### src/hdl/audio_pkg.sv
package audio_pkg;

    ////////////////// sample format //////////////////

    localparam int sample_width = 24;       // pcm word bits per channel

    // one stereo frame worth of pcm
    typedef struct packed {
        logic signed [sample_width-1:0] left;   // lrclk low slot
        logic signed [sample_width-1:0] right;  // lrclk high slot
    } stereo_sample_t;

    ////////////////// gain format ////////////////////

    // unsigned 2.14 fixed point
    localparam int gain_width     = 16;
    localparam int gain_frac_bits = 14;     // shift after multiply

    localparam logic [gain_width-1:0] gain_unity = 16'h4000;   // 1.0

    // signed sample times zero extended gain
    localparam int prod_width = sample_width + gain_width + 1;

    ////////////////// sample fifo ////////////////////

    localparam int fifo_depth     = 4;
    localparam int fifo_ptr_width = 2;      // log2 of depth

    ////////////////// i2s timing /////////////////////

    // both directions use 32 bit slots
    localparam int slot_bits  = 32;         // bclk periods per channel
    localparam int frame_bits = 64;         // left plus right slot

    // dac bclk half period in clk cycles
    // 8 clk per bclk so 512 clk per dac frame
    localparam int bclk_half_period = 4;

    ////////////////// cpu registers //////////////////

    // audio_status bits
    localparam int stat_overflow   = 0;     // sticky fifo drop
    localparam int stat_underflow  = 1;     // sticky empty pop
    localparam int stat_fifo_empty = 2;
    localparam int stat_bit_cnt_ok = 3;     // input slot length matches

    // audio_control bits
    localparam int ctrl_enable = 0;         // run the audio path
    localparam int ctrl_bypass = 1;         // skip gain scaling
    localparam int ctrl_clear  = 2;         // clear sticky flags

endpackage

### src/hdl/audio_processing.sv
`timescale 1ns/10ps

module audio_processing (
    input  logic       clk,
    input  logic       rst_n,
    // i2s in
    input  logic       i2s_bclk,
    input  logic       i2s_lrclk,
    input  logic       i2s_d,
    // cpu registers
    input  logic [7:0] audio_control,
    input  logic [7:0] gain_select,
    input  logic [7:0] gain_lsb,
    input  logic [7:0] gain_msb,
    input  logic       gain_wr_en,
    // dac i2s out
    output logic       dac_bclk,
    output logic       dac_lrclk,
    output logic       dac_data,
    output logic [7:0] audio_status,
    output logic [7:0] i2s_bit_cnt
);
    import audio_pkg::*;

    logic           audio_enable;
    logic           audio_bypass;
    logic           fifo_clear;
    logic           rx_valid;
    stereo_sample_t rx_sample;
    logic           gain_valid;
    stereo_sample_t gain_sample;
    stereo_sample_t head_sample;
    logic           fifo_pop;
    logic           fifo_empty;
    logic           fifo_overflow;
    logic           fifo_underflow;
    logic [7:0]     status_next;

    ////////////////// control register ///////////////

    assign audio_enable = audio_control[ctrl_enable];
    assign audio_bypass = audio_control[ctrl_bypass];
    assign fifo_clear   = audio_control[ctrl_clear];   // level while set

    ////////////////// audio chain ////////////////////

    i2s_to_pcm i2s_to_pcm_i (
        .clk       (clk),
        .rst_n     (rst_n),
        .enable    (audio_enable),
        .i2s_bclk  (i2s_bclk),
        .i2s_lrclk (i2s_lrclk),
        .i2s_d     (i2s_d),
        .rx_valid  (rx_valid),
        .rx_sample (rx_sample),
        .bit_cnt   (i2s_bit_cnt)
    );

    channel_gain channel_gain_i (
        .clk         (clk),
        .rst_n       (rst_n),
        .bypass      (audio_bypass),
        .gain_wr_en  (gain_wr_en),
        .gain_select (gain_select[1:0]),   // upper bits unused
        .gain_lsb    (gain_lsb),
        .gain_msb    (gain_msb),
        .rx_valid    (rx_valid),
        .rx_sample   (rx_sample),
        .gain_valid  (gain_valid),
        .gain_sample (gain_sample)
    );

    sample_fifo sample_fifo_i (
        .clk         (clk),
        .rst_n       (rst_n),
        .clear       (fifo_clear),
        .wr_en       (gain_valid),
        .wr_sample   (gain_sample),
        .pop         (fifo_pop),
        .head_sample (head_sample),
        .fifo_empty  (fifo_empty),
        .overflow    (fifo_overflow),
        .underflow   (fifo_underflow)
    );

    pcm_to_i2s pcm_to_i2s_i (
        .clk         (clk),
        .rst_n       (rst_n),
        .enable      (audio_enable),
        .head_sample (head_sample),
        .pop         (fifo_pop),
        .dac_bclk    (dac_bclk),
        .dac_lrclk   (dac_lrclk),
        .dac_data    (dac_data)
    );

    ////////////////// status register ////////////////

    always_comb begin
        status_next                  = '0;
        status_next[stat_overflow]   = fifo_overflow;
        status_next[stat_underflow]  = fifo_underflow;
        status_next[stat_fifo_empty] = fifo_empty;
        status_next[stat_bit_cnt_ok] = (i2s_bit_cnt == 8'(slot_bits));  // input format check
    end

    always_ff @(posedge clk) begin
        if (!rst_n)
            audio_status <= '0;
        else
            audio_status <= status_next;
    end

endmodule

### src/hdl/channel_gain.sv
`timescale 1ns/10ps

module channel_gain (
    input  logic                      clk,
    input  logic                      rst_n,
    input  logic                      bypass,       // pass samples unchanged
    input  logic                      gain_wr_en,   // cpu write strobe
    input  logic [1:0]                gain_select,  // bit 0 left and bit 1 right
    input  logic [7:0]                gain_lsb,
    input  logic [7:0]                gain_msb,
    input  logic                      rx_valid,
    input  audio_pkg::stereo_sample_t rx_sample,
    output logic                      gain_valid,   // rx_valid plus 2 clk
    output audio_pkg::stereo_sample_t gain_sample
);
    import audio_pkg::*;

    logic [gain_width-1:0]        gain_l;
    logic [gain_width-1:0]        gain_r;
    logic signed [prod_width-1:0] prod_l;
    logic signed [prod_width-1:0] prod_r;
    logic                         s1_valid;
    logic                         s1_bypass;    // follows its sample
    stereo_sample_t               s1_sample;    // raw copy for bypass

    // round half up then drop fraction and clamp to 24 bits
    function automatic logic signed [sample_width-1:0] round_sat(
        input logic signed [prod_width-1:0] prod
    );
        logic signed [prod_width-1:0]   rounded;
        logic signed [prod_width-1:0]   shifted;
        logic [prod_width-sample_width:0] upper;
        rounded = prod + $signed(prod_width'(1) << (gain_frac_bits - 1));
        shifted = rounded >>> gain_frac_bits;
        upper   = shifted[prod_width-1:sample_width-1];
        if (&upper || ~|upper)
            round_sat = shifted[sample_width-1:0];             // in range
        else if (upper[prod_width-sample_width])
            round_sat = {1'b1, {(sample_width-1){1'b0}}};      // most negative
        else
            round_sat = {1'b0, {(sample_width-1){1'b1}}};      // most positive
    endfunction

    ////////////////// gain registers /////////////////

    always_ff @(posedge clk) begin
        if (!rst_n) begin
            gain_l <= gain_unity;
            gain_r <= gain_unity;
        end else if (gain_wr_en) begin
            if (gain_select[0])
                gain_l <= {gain_msb, gain_lsb};
            if (gain_select[1])
                gain_r <= {gain_msb, gain_lsb};
        end
    end

    ////////////////// two stage scaler ///////////////

    always_ff @(posedge clk) begin
        if (!rst_n) begin
            s1_valid   <= 1'b0;
            gain_valid <= 1'b0;
        end else begin
            s1_valid   <= rx_valid;
            gain_valid <= s1_valid;
        end
    end

    always_ff @(posedge clk) begin
        // stage one multiply
        prod_l    <= rx_sample.left * $signed({1'b0, gain_l});
        prod_r    <= rx_sample.right * $signed({1'b0, gain_r});
        s1_sample <= rx_sample;
        s1_bypass <= bypass;
        // stage two round and saturate
        if (s1_bypass) begin
            gain_sample <= s1_sample;
        end else begin
            gain_sample.left  <= round_sat(prod_l);
            gain_sample.right <= round_sat(prod_r);
        end
    end

endmodule

### src/hdl/i2s_to_pcm.sv
`timescale 1ns/10ps

module i2s_to_pcm (
    input  logic                      clk,
    input  logic                      rst_n,
    input  logic                      enable,       // no strobes while low
    input  logic                      i2s_bclk,     // async to clk
    input  logic                      i2s_lrclk,    // low selects left
    input  logic                      i2s_d,
    output logic                      rx_valid,     // one cycle per frame
    output audio_pkg::stereo_sample_t rx_sample,
    output logic [7:0]                bit_cnt       // bclk rises in last slot
);
    import audio_pkg::*;

    logic [2:0]              bclk_sync;     // two sync flops plus history
    logic [2:0]              lrclk_sync;
    logic [1:0]              data_sync;     // lines up with bclk_sync[1]
    logic                    bclk_rise;
    logic                    lrclk_edge;
    logic                    slot_right;
    logic                    bit_capture;
    logic                    word_done;
    logic [7:0]              slot_cnt;      // rises seen in current slot
    logic [sample_width-1:0] shift_word;
    logic [sample_width-1:0] next_word;
    logic [sample_width-1:0] left_word;     // waits for the right slot

    ////////////////// input sync /////////////////////

    always_ff @(posedge clk) begin
        if (!rst_n) begin
            bclk_sync  <= '0;
            lrclk_sync <= '0;
            data_sync  <= '0;
        end else begin
            bclk_sync  <= {bclk_sync[1:0], i2s_bclk};
            lrclk_sync <= {lrclk_sync[1:0], i2s_lrclk};
            data_sync  <= {data_sync[0], i2s_d};
        end
    end

    assign bclk_rise  = bclk_sync[1] & ~bclk_sync[2];
    assign lrclk_edge = lrclk_sync[1] ^ lrclk_sync[2];
    assign slot_right = lrclk_sync[1];

    // rise 0 is the delay bit and rises 1 to 24 carry data
    assign bit_capture = bclk_rise && (slot_cnt != 8'd0) && (slot_cnt <= 8'(sample_width));
    assign word_done   = bclk_rise && (slot_cnt == 8'(sample_width));
    assign next_word   = {shift_word[sample_width-2:0], data_sync[1]};   // msb first

    ////////////////// slot length ////////////////////

    always_ff @(posedge clk) begin
        if (!rst_n) begin
            slot_cnt <= '0;
            bit_cnt  <= '0;
        end else if (lrclk_edge) begin
            bit_cnt  <= slot_cnt;                   // publish finished slot
            slot_cnt <= '0;
        end else if (bclk_rise && slot_cnt != 8'hff) begin
            slot_cnt <= slot_cnt + 8'd1;            // saturate if lrclk stalls
        end
    end

    ////////////////// deserializer ///////////////////

    always_ff @(posedge clk) begin
        if (bit_capture)
            shift_word <= next_word;
        if (word_done && !slot_right)
            left_word <= next_word;
        // both words out together after the right lsb
        if (word_done && slot_right && enable) begin
            rx_sample.left  <= left_word;
            rx_sample.right <= next_word;
        end
    end

    always_ff @(posedge clk) begin
        if (!rst_n)
            rx_valid <= 1'b0;
        else
            rx_valid <= word_done && slot_right && enable;  // 3 clk after bclk pin
    end

endmodule

### src/hdl/pcm_to_i2s.sv
`timescale 1ns/10ps

module pcm_to_i2s (
    input  logic                      clk,
    input  logic                      rst_n,
    input  logic                      enable,       // pins held low when clear
    input  audio_pkg::stereo_sample_t head_sample,
    output logic                      pop,          // one pulse per frame
    output logic                      dac_bclk,
    output logic                      dac_lrclk,    // low selects left
    output logic                      dac_data
);
    import audio_pkg::*;

    logic [$clog2(bclk_half_period)-1:0] div_cnt;
    logic                  half_tick;       // last clk of a bclk half
    logic                  bclk_fall;
    logic                  frame_start;     // lrclk falls here
    logic [5:0]            bit_idx;         // bclk position in frame
    logic [frame_bits-1:0] tx_shift;        // msb drives the pin
    logic [frame_bits-1:0] frame_word;

    assign half_tick   = (int'(div_cnt) == bclk_half_period - 1);
    assign bclk_fall   = half_tick && dac_bclk;
    assign frame_start = bclk_fall && (bit_idx == 6'(frame_bits - 1));

    // slot order with one delay bit per slot and zero padding
    assign frame_word = {1'b0, head_sample.left,
                         {(slot_bits - sample_width){1'b0}},
                         head_sample.right,
                         {(slot_bits - sample_width - 1){1'b0}}};

    ////////////////// bclk divider ///////////////////

    always_ff @(posedge clk) begin
        if (!rst_n || !enable) begin
            div_cnt  <= '0;
            dac_bclk <= 1'b0;
        end else begin
            if (half_tick) begin
                div_cnt  <= '0;
                dac_bclk <= ~dac_bclk;
            end else begin
                div_cnt  <= div_cnt + 1'b1;
            end
        end
    end

    ////////////////// frame and shifter //////////////

    always_ff @(posedge clk) begin
        if (!rst_n || !enable) begin
            bit_idx  <= '0;
            tx_shift <= '0;
            pop      <= 1'b0;
        end else begin
            pop <= frame_start;                     // fifo moves one clk later
            if (bclk_fall)
                bit_idx <= bit_idx + 6'd1;          // wraps at 64
            if (frame_start)
                tx_shift <= frame_word;             // latch current head
            else if (bclk_fall)
                tx_shift <= {tx_shift[frame_bits-2:0], 1'b0};
        end
    end

    // second half of the frame is the right slot
    assign dac_lrclk = (bit_idx >= 6'(slot_bits));
    assign dac_data  = tx_shift[frame_bits-1];      // changes on bclk fall

endmodule

### src/hdl/sample_fifo.sv
`timescale 1ns/10ps

module sample_fifo (
    input  logic                      clk,
    input  logic                      rst_n,
    input  logic                      clear,        // drops sticky flags
    input  logic                      wr_en,
    input  audio_pkg::stereo_sample_t wr_sample,
    input  logic                      pop,          // advance head
    output audio_pkg::stereo_sample_t head_sample,  // show ahead
    output logic                      fifo_empty,
    output logic                      overflow,     // sticky
    output logic                      underflow     // sticky
);
    import audio_pkg::*;

    stereo_sample_t            mem [fifo_depth];
    logic [fifo_ptr_width-1:0] wr_ptr;
    logic [fifo_ptr_width-1:0] rd_ptr;
    logic [fifo_ptr_width:0]   count;           // occupancy 0 to depth
    logic                      fifo_full;
    logic                      do_write;
    logic                      do_read;

    assign fifo_empty = (count == '0);
    assign fifo_full  = (count == (fifo_ptr_width + 1)'(fifo_depth));
    assign do_write   = wr_en && (!fifo_full || pop);   // pop frees a slot
    assign do_read    = pop && !fifo_empty;

    // zeros when nothing is stored
    always_comb begin
        if (fifo_empty)
            head_sample = '0;
        else
            head_sample = mem[rd_ptr];
    end

    ////////////////// storage ////////////////////////

    always_ff @(posedge clk) begin
        if (do_write)
            mem[wr_ptr] <= wr_sample;
    end

    ////////////////// pointers and count /////////////

    always_ff @(posedge clk) begin
        if (!rst_n) begin
            wr_ptr <= '0;
            rd_ptr <= '0;
            count  <= '0;
        end else begin
            if (do_write)
                wr_ptr <= wr_ptr + 1'b1;            // wraps at depth
            if (do_read)
                rd_ptr <= rd_ptr + 1'b1;
            case ({do_write, do_read})
                2'b10:   count <= count + 1'b1;
                2'b01:   count <= count - 1'b1;
                default: count <= count;            // idle or both
            endcase
        end
    end

    ////////////////// error flags ////////////////////

    always_ff @(posedge clk) begin
        if (!rst_n || clear) begin
            overflow  <= 1'b0;
            underflow <= 1'b0;
        end else begin
            if (wr_en && !do_write)
                overflow <= 1'b1;                   // sample dropped
            if (pop && fifo_empty)
                underflow <= 1'b1;                  // zeros went out
        end
    end

endmodule

### config.mk
export PLATFORM = sky130hd
export DESIGN_NAME = audio_processing
export DESIGN_NICKNAME = d
export VERILOG_FILES = /design/src/hdl/audio_pkg.sv /design/src/hdl/audio_processing.sv /design/src/hdl/channel_gain.sv /design/src/hdl/i2s_to_pcm.sv /design/src/hdl/pcm_to_i2s.sv /design/src/hdl/sample_fifo.sv
export SDC_FILE = /design/constraint.sdc
export NUM_CORES = 2
export LEC_CHECK = 0
export BUFFER_PORTS_ARGS = -buffer_cell sky130_fd_sc_hd__buf_2
export CORE_MARGIN = 2
export CORE_UTILIZATION = 65
export DETAILED_ROUTE_END_ITERATION = 10
export PLACE_DENSITY_LB_ADDON = 0.12
export SLEW_MARGIN = 20
export SYNTH_ARGS = -nofsm -noshare
export SYNTH_HDL_FRONTEND = slang
export SYNTH_SLANG_ARGS = --single-unit
### constraint.sdc
create_clock -name clk -period 7 [get_ports clk]
set_clock_uncertainty 0.05 [all_clocks]
set_input_delay 1.05 -clock clk [delete_from_list [all_inputs] [get_ports clk]]
set_output_delay 1.05 -clock clk [all_outputs]
set_load 0.01 [all_outputs]
### Word level (Yosys, flattened, before mapping)

Memories as Yosys holds them, arrays and structs flattened. A register that Yosys moved wholly into a read port is not among the register bits.
Cells that the tools add are included.

| operators by class | value |
|---|---|
| add/subtract/negate cells | 9 |
| $mul | 2 |
| $lt $le $gt $ge | 2 |
| equality and inequality tests | 8 |
| mux-type cells | 13 |
| bitwise logic cells | 5 |
| reduce and logical (&&, ||, !) cells | 39 |

Operators with widths:

| operator | count |
|---|---|
| $mux W63 | 2 |
| $mux W24 | 4 |
| $mux W48 | 2 |
| $add A41 B15 Y41 const B | 2 |
| $mul A24 B17 Y41 | 2 |
| $logic_and A1 B1 Y1 | 13 |
| $add A8 B1 Y8 const B | 1 |
| $eq A8 B5 Y1 const B | 1 |
| $eq A8 B6 Y1 const B | 1 |
| $le A8 B5 Y1 const B | 1 |
| $logic_not A1 Y1 | 8 |
| $ne A8 B8 Y1 const B | 1 |
| $reduce_and A4 Y1 | 2 |
| $reduce_bool A8 Y1 | 1 |
| $reduce_or A4 Y1 | 2 |
| $add A2 B1 Y2 const B | 3 |
| $add A6 B1 Y6 const B | 1 |
| $eq A6 B6 Y1 const B | 1 |
| $ge A6 B6 Y1 const B | 1 |
| $pmux W3 S2 | 1 |
| $reduce_or A2 Y1 | 3 |
| $logic_or A1 B1 Y1 | 5 |
| $eq A2 B1 Y1 const B | 2 |
| $mux W2 | 2 |
| other kinds (11) | 16 |

| storage, ports and cells | value |
|---|---|
| register bits after elaboration | 417 |
| RAM bits | 192 |
| input bits | 38 |
| output and inout port bits | 19 |
| word-level logic and storage cells | 113 |
| memories kept | 1 |

Memories:

| name | words | width | read ports | clocked after Yosys merged registers in | wr ports | line | RTL |
|---|---|---|---|---|---|---|---|
| sample_fifo_i.mem | 4 | 48 | 1 | 1 | 1 | sample_fifo.sv:17 | `stereo_sample_t mem [fifo_depth];` |

### Longest topological paths before layout

| logic depth | value |
|---|---|
| word-level depth | 6 |
| gate-level depth with buffers | 25 |
| mapped depth without buffers | 24 |

### Modules after synthesis

From an unflattened synthesis, not the netlist that was laid out.

| unflattened totals | value |
|---|---|
| cells, all modules | 4626 |
| area total of the unflattened synthesis | 48370.1 um2 |

Modules (own cells, without submodules):

| module | instances | cells each | area an instance (um2) | sequential area each (um2) |
|---|---|---|---|---|
| channel_gain | 1 | 3680 | 33358.2 | 3743.6 |
| sample_fifo | 1 | 364 | 7791.2 | 5985.7 |
| i2s_to_pcm | 1 | 206 | 3895.0 | 3353.2 |
| pcm_to_i2s | 1 | 361 | 3163.0 | 1341.3 |
| audio_processing | 1 | 15 | 162.7 | 80.1 |

### Worst setup path before layout

No wires, ideal clock.

| path | value |
|---|---|
| path kind | input -> register |
| start | input audio_control[0] |
| end | register, netlist name i2s_to_pcm_i.rx_sample[0] |
| setup time | 0.574 ns |
| data arrival time | 5.692 ns |
| data required time | 6.376 ns |
| path slack | 0.684 ns |
| stages on the path | 2 |
| buffers on the path | 0 |
| cell sequence | nand2_1 nor4_1 |

| on the way | value |
|---|---|
| cells in the longest elaborated chain, start to end | 1 |

Ends and longest elaborated chain:

| item | line | RTL |
|---|---|---|
| start: declaration | audio_processing.sv:11 | `input logic [7:0] audio_control,` |
| $logic_and A1 B1 Y1 | i2s_to_pcm.sv:74 | `if (word_done && slot_right && enable) begin` |

Every way passes these cells.
A chain may end at the register's enable or synchronous reset.

### Worst setup path after layout

| path | value |
|---|---|
| start | register, netlist name i2s_to_pcm_i.rx_sample[36] |
| end | register channel_gain_i.prod_l[34] |

| on the way | value |
|---|---|
| cells in the longest elaborated chain, start to end | 1 |

Ends and longest elaborated chain:

| item | line | RTL |
|---|---|---|
| $mul A24 B17 Y41 | channel_gain.sv:72 | `prod_l <= rx_sample.left * $signed({1'b0, gain_l});` |
| end signal: assignment | channel_gain.sv:72 |  |
| end: declaration | channel_gain.sv:20 | `logic signed [prod_width-1:0] prod_l;` |

Every way passes these cells.

==> reports/summary.log <==
INFO  routing        total_iterations_of_the_first_detailed_routing_run=7
INFO  routing        wl_per_cell=18.6microns
INFO  routing        postRouteAntennaNets=0
INFO  routing        drt_first_iter_violations=2185
INFO  logic_synthesis synth.area.top_cells=fa_1, edfxtp_1, dfxtp_1, inv_1, nand2_1
INFO  worst_setup_path worst_setup_path_start_kind=flip-flop
INFO  clocking       tritoncts_clock_tree=built
INFO  logic_synthesis ys_seq_elements=581
INFO  cells_and_area layout.nets=5486
INFO  worst_setup_path criticalPathCategory=reg2reg
INFO  cells_and_area final.fill_count=5244
INFO  grt            grt_antenna_before_repair=1
INFO  flow_run       max_cap_violations=0
INFO  cells_and_area drive_gt1_share=7.88%
INFO  place          routabilityCongestion=0.877
INFO  routing        vias_per_cell=5.50
INFO  power          power_frac_clock=26.7%
INFO  place          dp_hpwl=77400microns
INFO  grt            overflow=0
INFO  logic_synthesis synthMuxAreaShare=2.38%
INFO  sta            final_max_slew_viol_count=0
INFO  power          p_sw=3.84mW
INFO  place          dp_slack=269ps
INFO  floorplan      core_area=0.0715sqmm
INFO  worst_setup_path crit_arrival=7220ps
INFO  routing        routed_wl=102000microns
INFO  logic_synthesis synthXorXnorAreaFrac=2.37%
INFO  sta            final_min_period_over_clock_period=97.2%
INFO  power          power_report.internal_total=7.40mW
INFO  floorplan      floorplan.die.height=272microns
INFO  logic_synthesis yosysUniqueCellTypes=76
INFO  outcome        outcome=finished, final reports clean
INFO  sta            period_needed=6800ps
INFO  place          detailed_place.area=0.0486sqmm
INFO  routing        via_count=30200
INFO  sta            setup_ws=198ps
INFO  logic_synthesis postSynthCellCount=4438
INFO  floorplan      die_area=0.0743sqmm
INFO  floorplan      start_util=65.5%
INFO  place          dp.cells=5375
INFO  sta            timing.max_slew.rel_slack=34.6%
INFO  cells_and_area finish.utilization=70.7%
INFO  logic_synthesis synth_compound_gate_area_share=5.25%
INFO  cells_and_area stdcell_area=0.0505sqmm
INFO  power          comb_power_share=35.1%
INFO  floorplan      ios=57
INFO  logic_synthesis combinational_family_with_the_most_area_after_synthesis=adder cells
INFO  floorplan      rows=98
INFO  sta            finalSetupViolations=0
INFO  clocking       skew_pair_late_insertion_delay=610ps
INFO  worst_setup_path endpoint_class_of_the_critical_path=flip-flop
INFO  power          switching_share=34.2%
INFO  sta            timing_worst_slew_pin_value=981ps
INFO  clocking       htree_levels=2
INFO  logic_synthesis post_synth_instance_area=0.0469sqmm
INFO  sta            worst_hold_slack=362ps
INFO  clocking       ctsLongestPathBuffers=3
INFO  place          port_buffers=41
INFO  power          ir_drop=209uV
INFO  clocking       ctsHoldBuffers=0
INFO  grt            pin_count_of_the_biggest_net_entering_global_routing=68
INFO  worst_setup_path critical_path_required_time=7410ps
INFO  logic_synthesis async_reset_ff_share=0%
INFO  cells_and_area final-instance-count-excl-fill=5484
INFO  logic_synthesis synth_flop_type=dfxtp_1
INFO  logic_synthesis synth_warnings=0
INFO  sta            timing.fmax=147MHz
INFO  clocking       cts_inserted_buffers=54
INFO  clocking       clock-sinks=581
INFO  routing        remaining_drc_errors=0
INFO  sta            timing.setup.tns=0ps
INFO  power          seq_power_share=38.2%
INFO  cells_and_area area_delta_synth_final=7.87%
INFO  worst_setup_path timing.critical_path.fanout_max=15
INFO  floorplan      die_extent_in_x=272microns
INFO  logic_synthesis synth_edf_count=287
INFO  power          power.static_leakage=22.6nW
INFO  sta            number_of_hold_slack_violations_in_the_final_timing_report=0
INFO  clocking       library_cell_used_as_clock_root_buffer=clkbuf_16
INFO  grt            grt_pass1_wl=170000microns
INFO  clocking       clkSlewWorstSetupHoldPaths=70ps
INFO  power          power_per_cell_area=222mW/mm^2
INFO  power          p_total=11.2mW
INFO  logic_synthesis ys_seq_area_share=31.0%
INFO  logic_synthesis synth_largest_area_cell=fa_1
INFO  grt            number_of_global_route_vias_before_repair=32900
INFO  logic_synthesis synth_area_per_cell=10.6squm
INFO  logic_synthesis synth_top_area_share=32.1%
INFO  grt            grt_usage=29.1%
INFO  min_path       min-delay-path-class=reg2reg
INFO  logic_synthesis synthAdderAreaFrac=37.7%
INFO  logic_synthesis synth_simple_gate_area_share=12.7%
[layer usage]
metal	up-vias	routed length [microns]	global-route usage, %
met5	-	0	0
met4	0	2810	8.46
met3	175	5400	3.24
met2	868	52400	51.6
met1	15400	41400	37.9
li1	13800	-	-
[kinds of logic after synthesis]
group,Yosys count
buf+inv,1069
flops,581
other cells,1
mux,51
fa+ha+maj,961
xor+xnor,127
compound gates,368
simple gates,1280
[worst max-delay path, cell delays in order (launching register included)]
cell and delay (ps):
edfxtp_1 720, and2_1 330, fa_1 540, inv_1 50
fa_1 460, fa_1 510, inv_1 50, fa_1 520
fa_1 500, inv_1 50, fa_1 490, inv_1 50
ha_1 340, nand3_1 140, nor4_1 420, o31ai_1 230
nand4_1 170, nand2_1 140, o21ai_0 390, a21oi_1 170
o311a_1 310
[cell type report]
type                       instances  area, sq um  share of cell area, %
sequential                       581        14500                   28.7
clock inverter                    36          425                  0.842
inverter                         874         3280                   6.49
timing repair buffer             185         1350                   2.67
clock buffer                      66         1410                   2.78
tap                              950         1190                   2.35
multi-input combinational       2791        28400                   56.1
antenna                            1         2.50                0.00495
[synth_stat cells, drive strengths merged, types with 26 or more instances]
| cell type | number |
|---|---|
| ha | 210 |
| mux4 | 48 |
| a22oi | 47 |
| and2 | 323 |
| nand4 | 26 |
| a21boi | 41 |
| edfxtp | 287 |
| o21ai | 96 |
| xor2 | 50 |
| xnor2 | 77 |
| clkbuf | 182 |
| fa | 751 |
| a21o | 30 |
| dfxtp | 294 |
| nand2 | 715 |
| nand3 | 39 |
| a21oi | 60 |
| inv | 874 |
| nor2 | 90 |
[flip-flops by register name, summed over array words and instances (netlist names), 8 cells and up, named ones only]
register / flops
channel_gain_i.gain_l: 16
channel_gain_i.gain_r: 16
channel_gain_i.gain_sample: 48
channel_gain_i.prod_l: 28
channel_gain_i.prod_r: 28
channel_gain_i.s1_sample: 48
i2s_to_pcm_i.bit_cnt: 8
i2s_to_pcm_i.left_word: 24
i2s_to_pcm_i.rx_sample: 48
i2s_to_pcm_i.shift_word: 23
i2s_to_pcm_i.slot_cnt: 8
pcm_to_i2s_i.tx_shift: 57
sample_fifo_i.mem: 192
[final timing paths]
| path | startpoint | endpoint | slack [ps] | cells after the start |
|---|---|---|---|---|
| max reg2reg | i2s_to_pcm_i.rx_sample[36] | channel_gain_i.prod_l[34] | 200 | 20 |
| min | i2s_to_pcm_i.left_word[23] | i2s_to_pcm_i.rx_sample[47] | 360 | 0 |
| min reg2reg | i2s_to_pcm_i.left_word[23] | i2s_to_pcm_i.rx_sample[47] | 360 | 0 |
| max | i2s_to_pcm_i.rx_sample[36] | channel_gain_i.prod_l[34] | 200 | 20 |
[power groups by stage]
stage          sequential, mW  clock, mW  combinational, mW
6_report                 4.30       3.00               3.94
5_1_grt                  4.34       3.19               4.50
4_1_cts                  4.29       3.05               3.95
3_5_place_dp             4.37          0               3.92
3_3_place_gp             4.35          0               3.83
2_1_floorplan            4.25          0               2.99
[repair_timing]
item,4_1_cts,5_1_grt
setup endpoints to repair,0,8
gates resized for setup,0,6
buffers inserted,0,6
[cells in the final DEF, fill, tap and decap left out, types with 29 or more instances in the layout]
cell       instances
inv_1            874
fa_1             751
nand2_1          715
and2_1           316
edfxtp_1         287
dfxtp_1          286
ha_1             210
buf_4            139
o21ai_0           95
nor2_1            85
xnor2_1           77
a21oi_1           60
clkbuf_16         54
xor2_1            50
mux4_2            48
a22oi_1           47
buf_2             41
a21boi_0          40
nand3_1           38
a21o_1            29
Power figures use the tool's default switching activity.
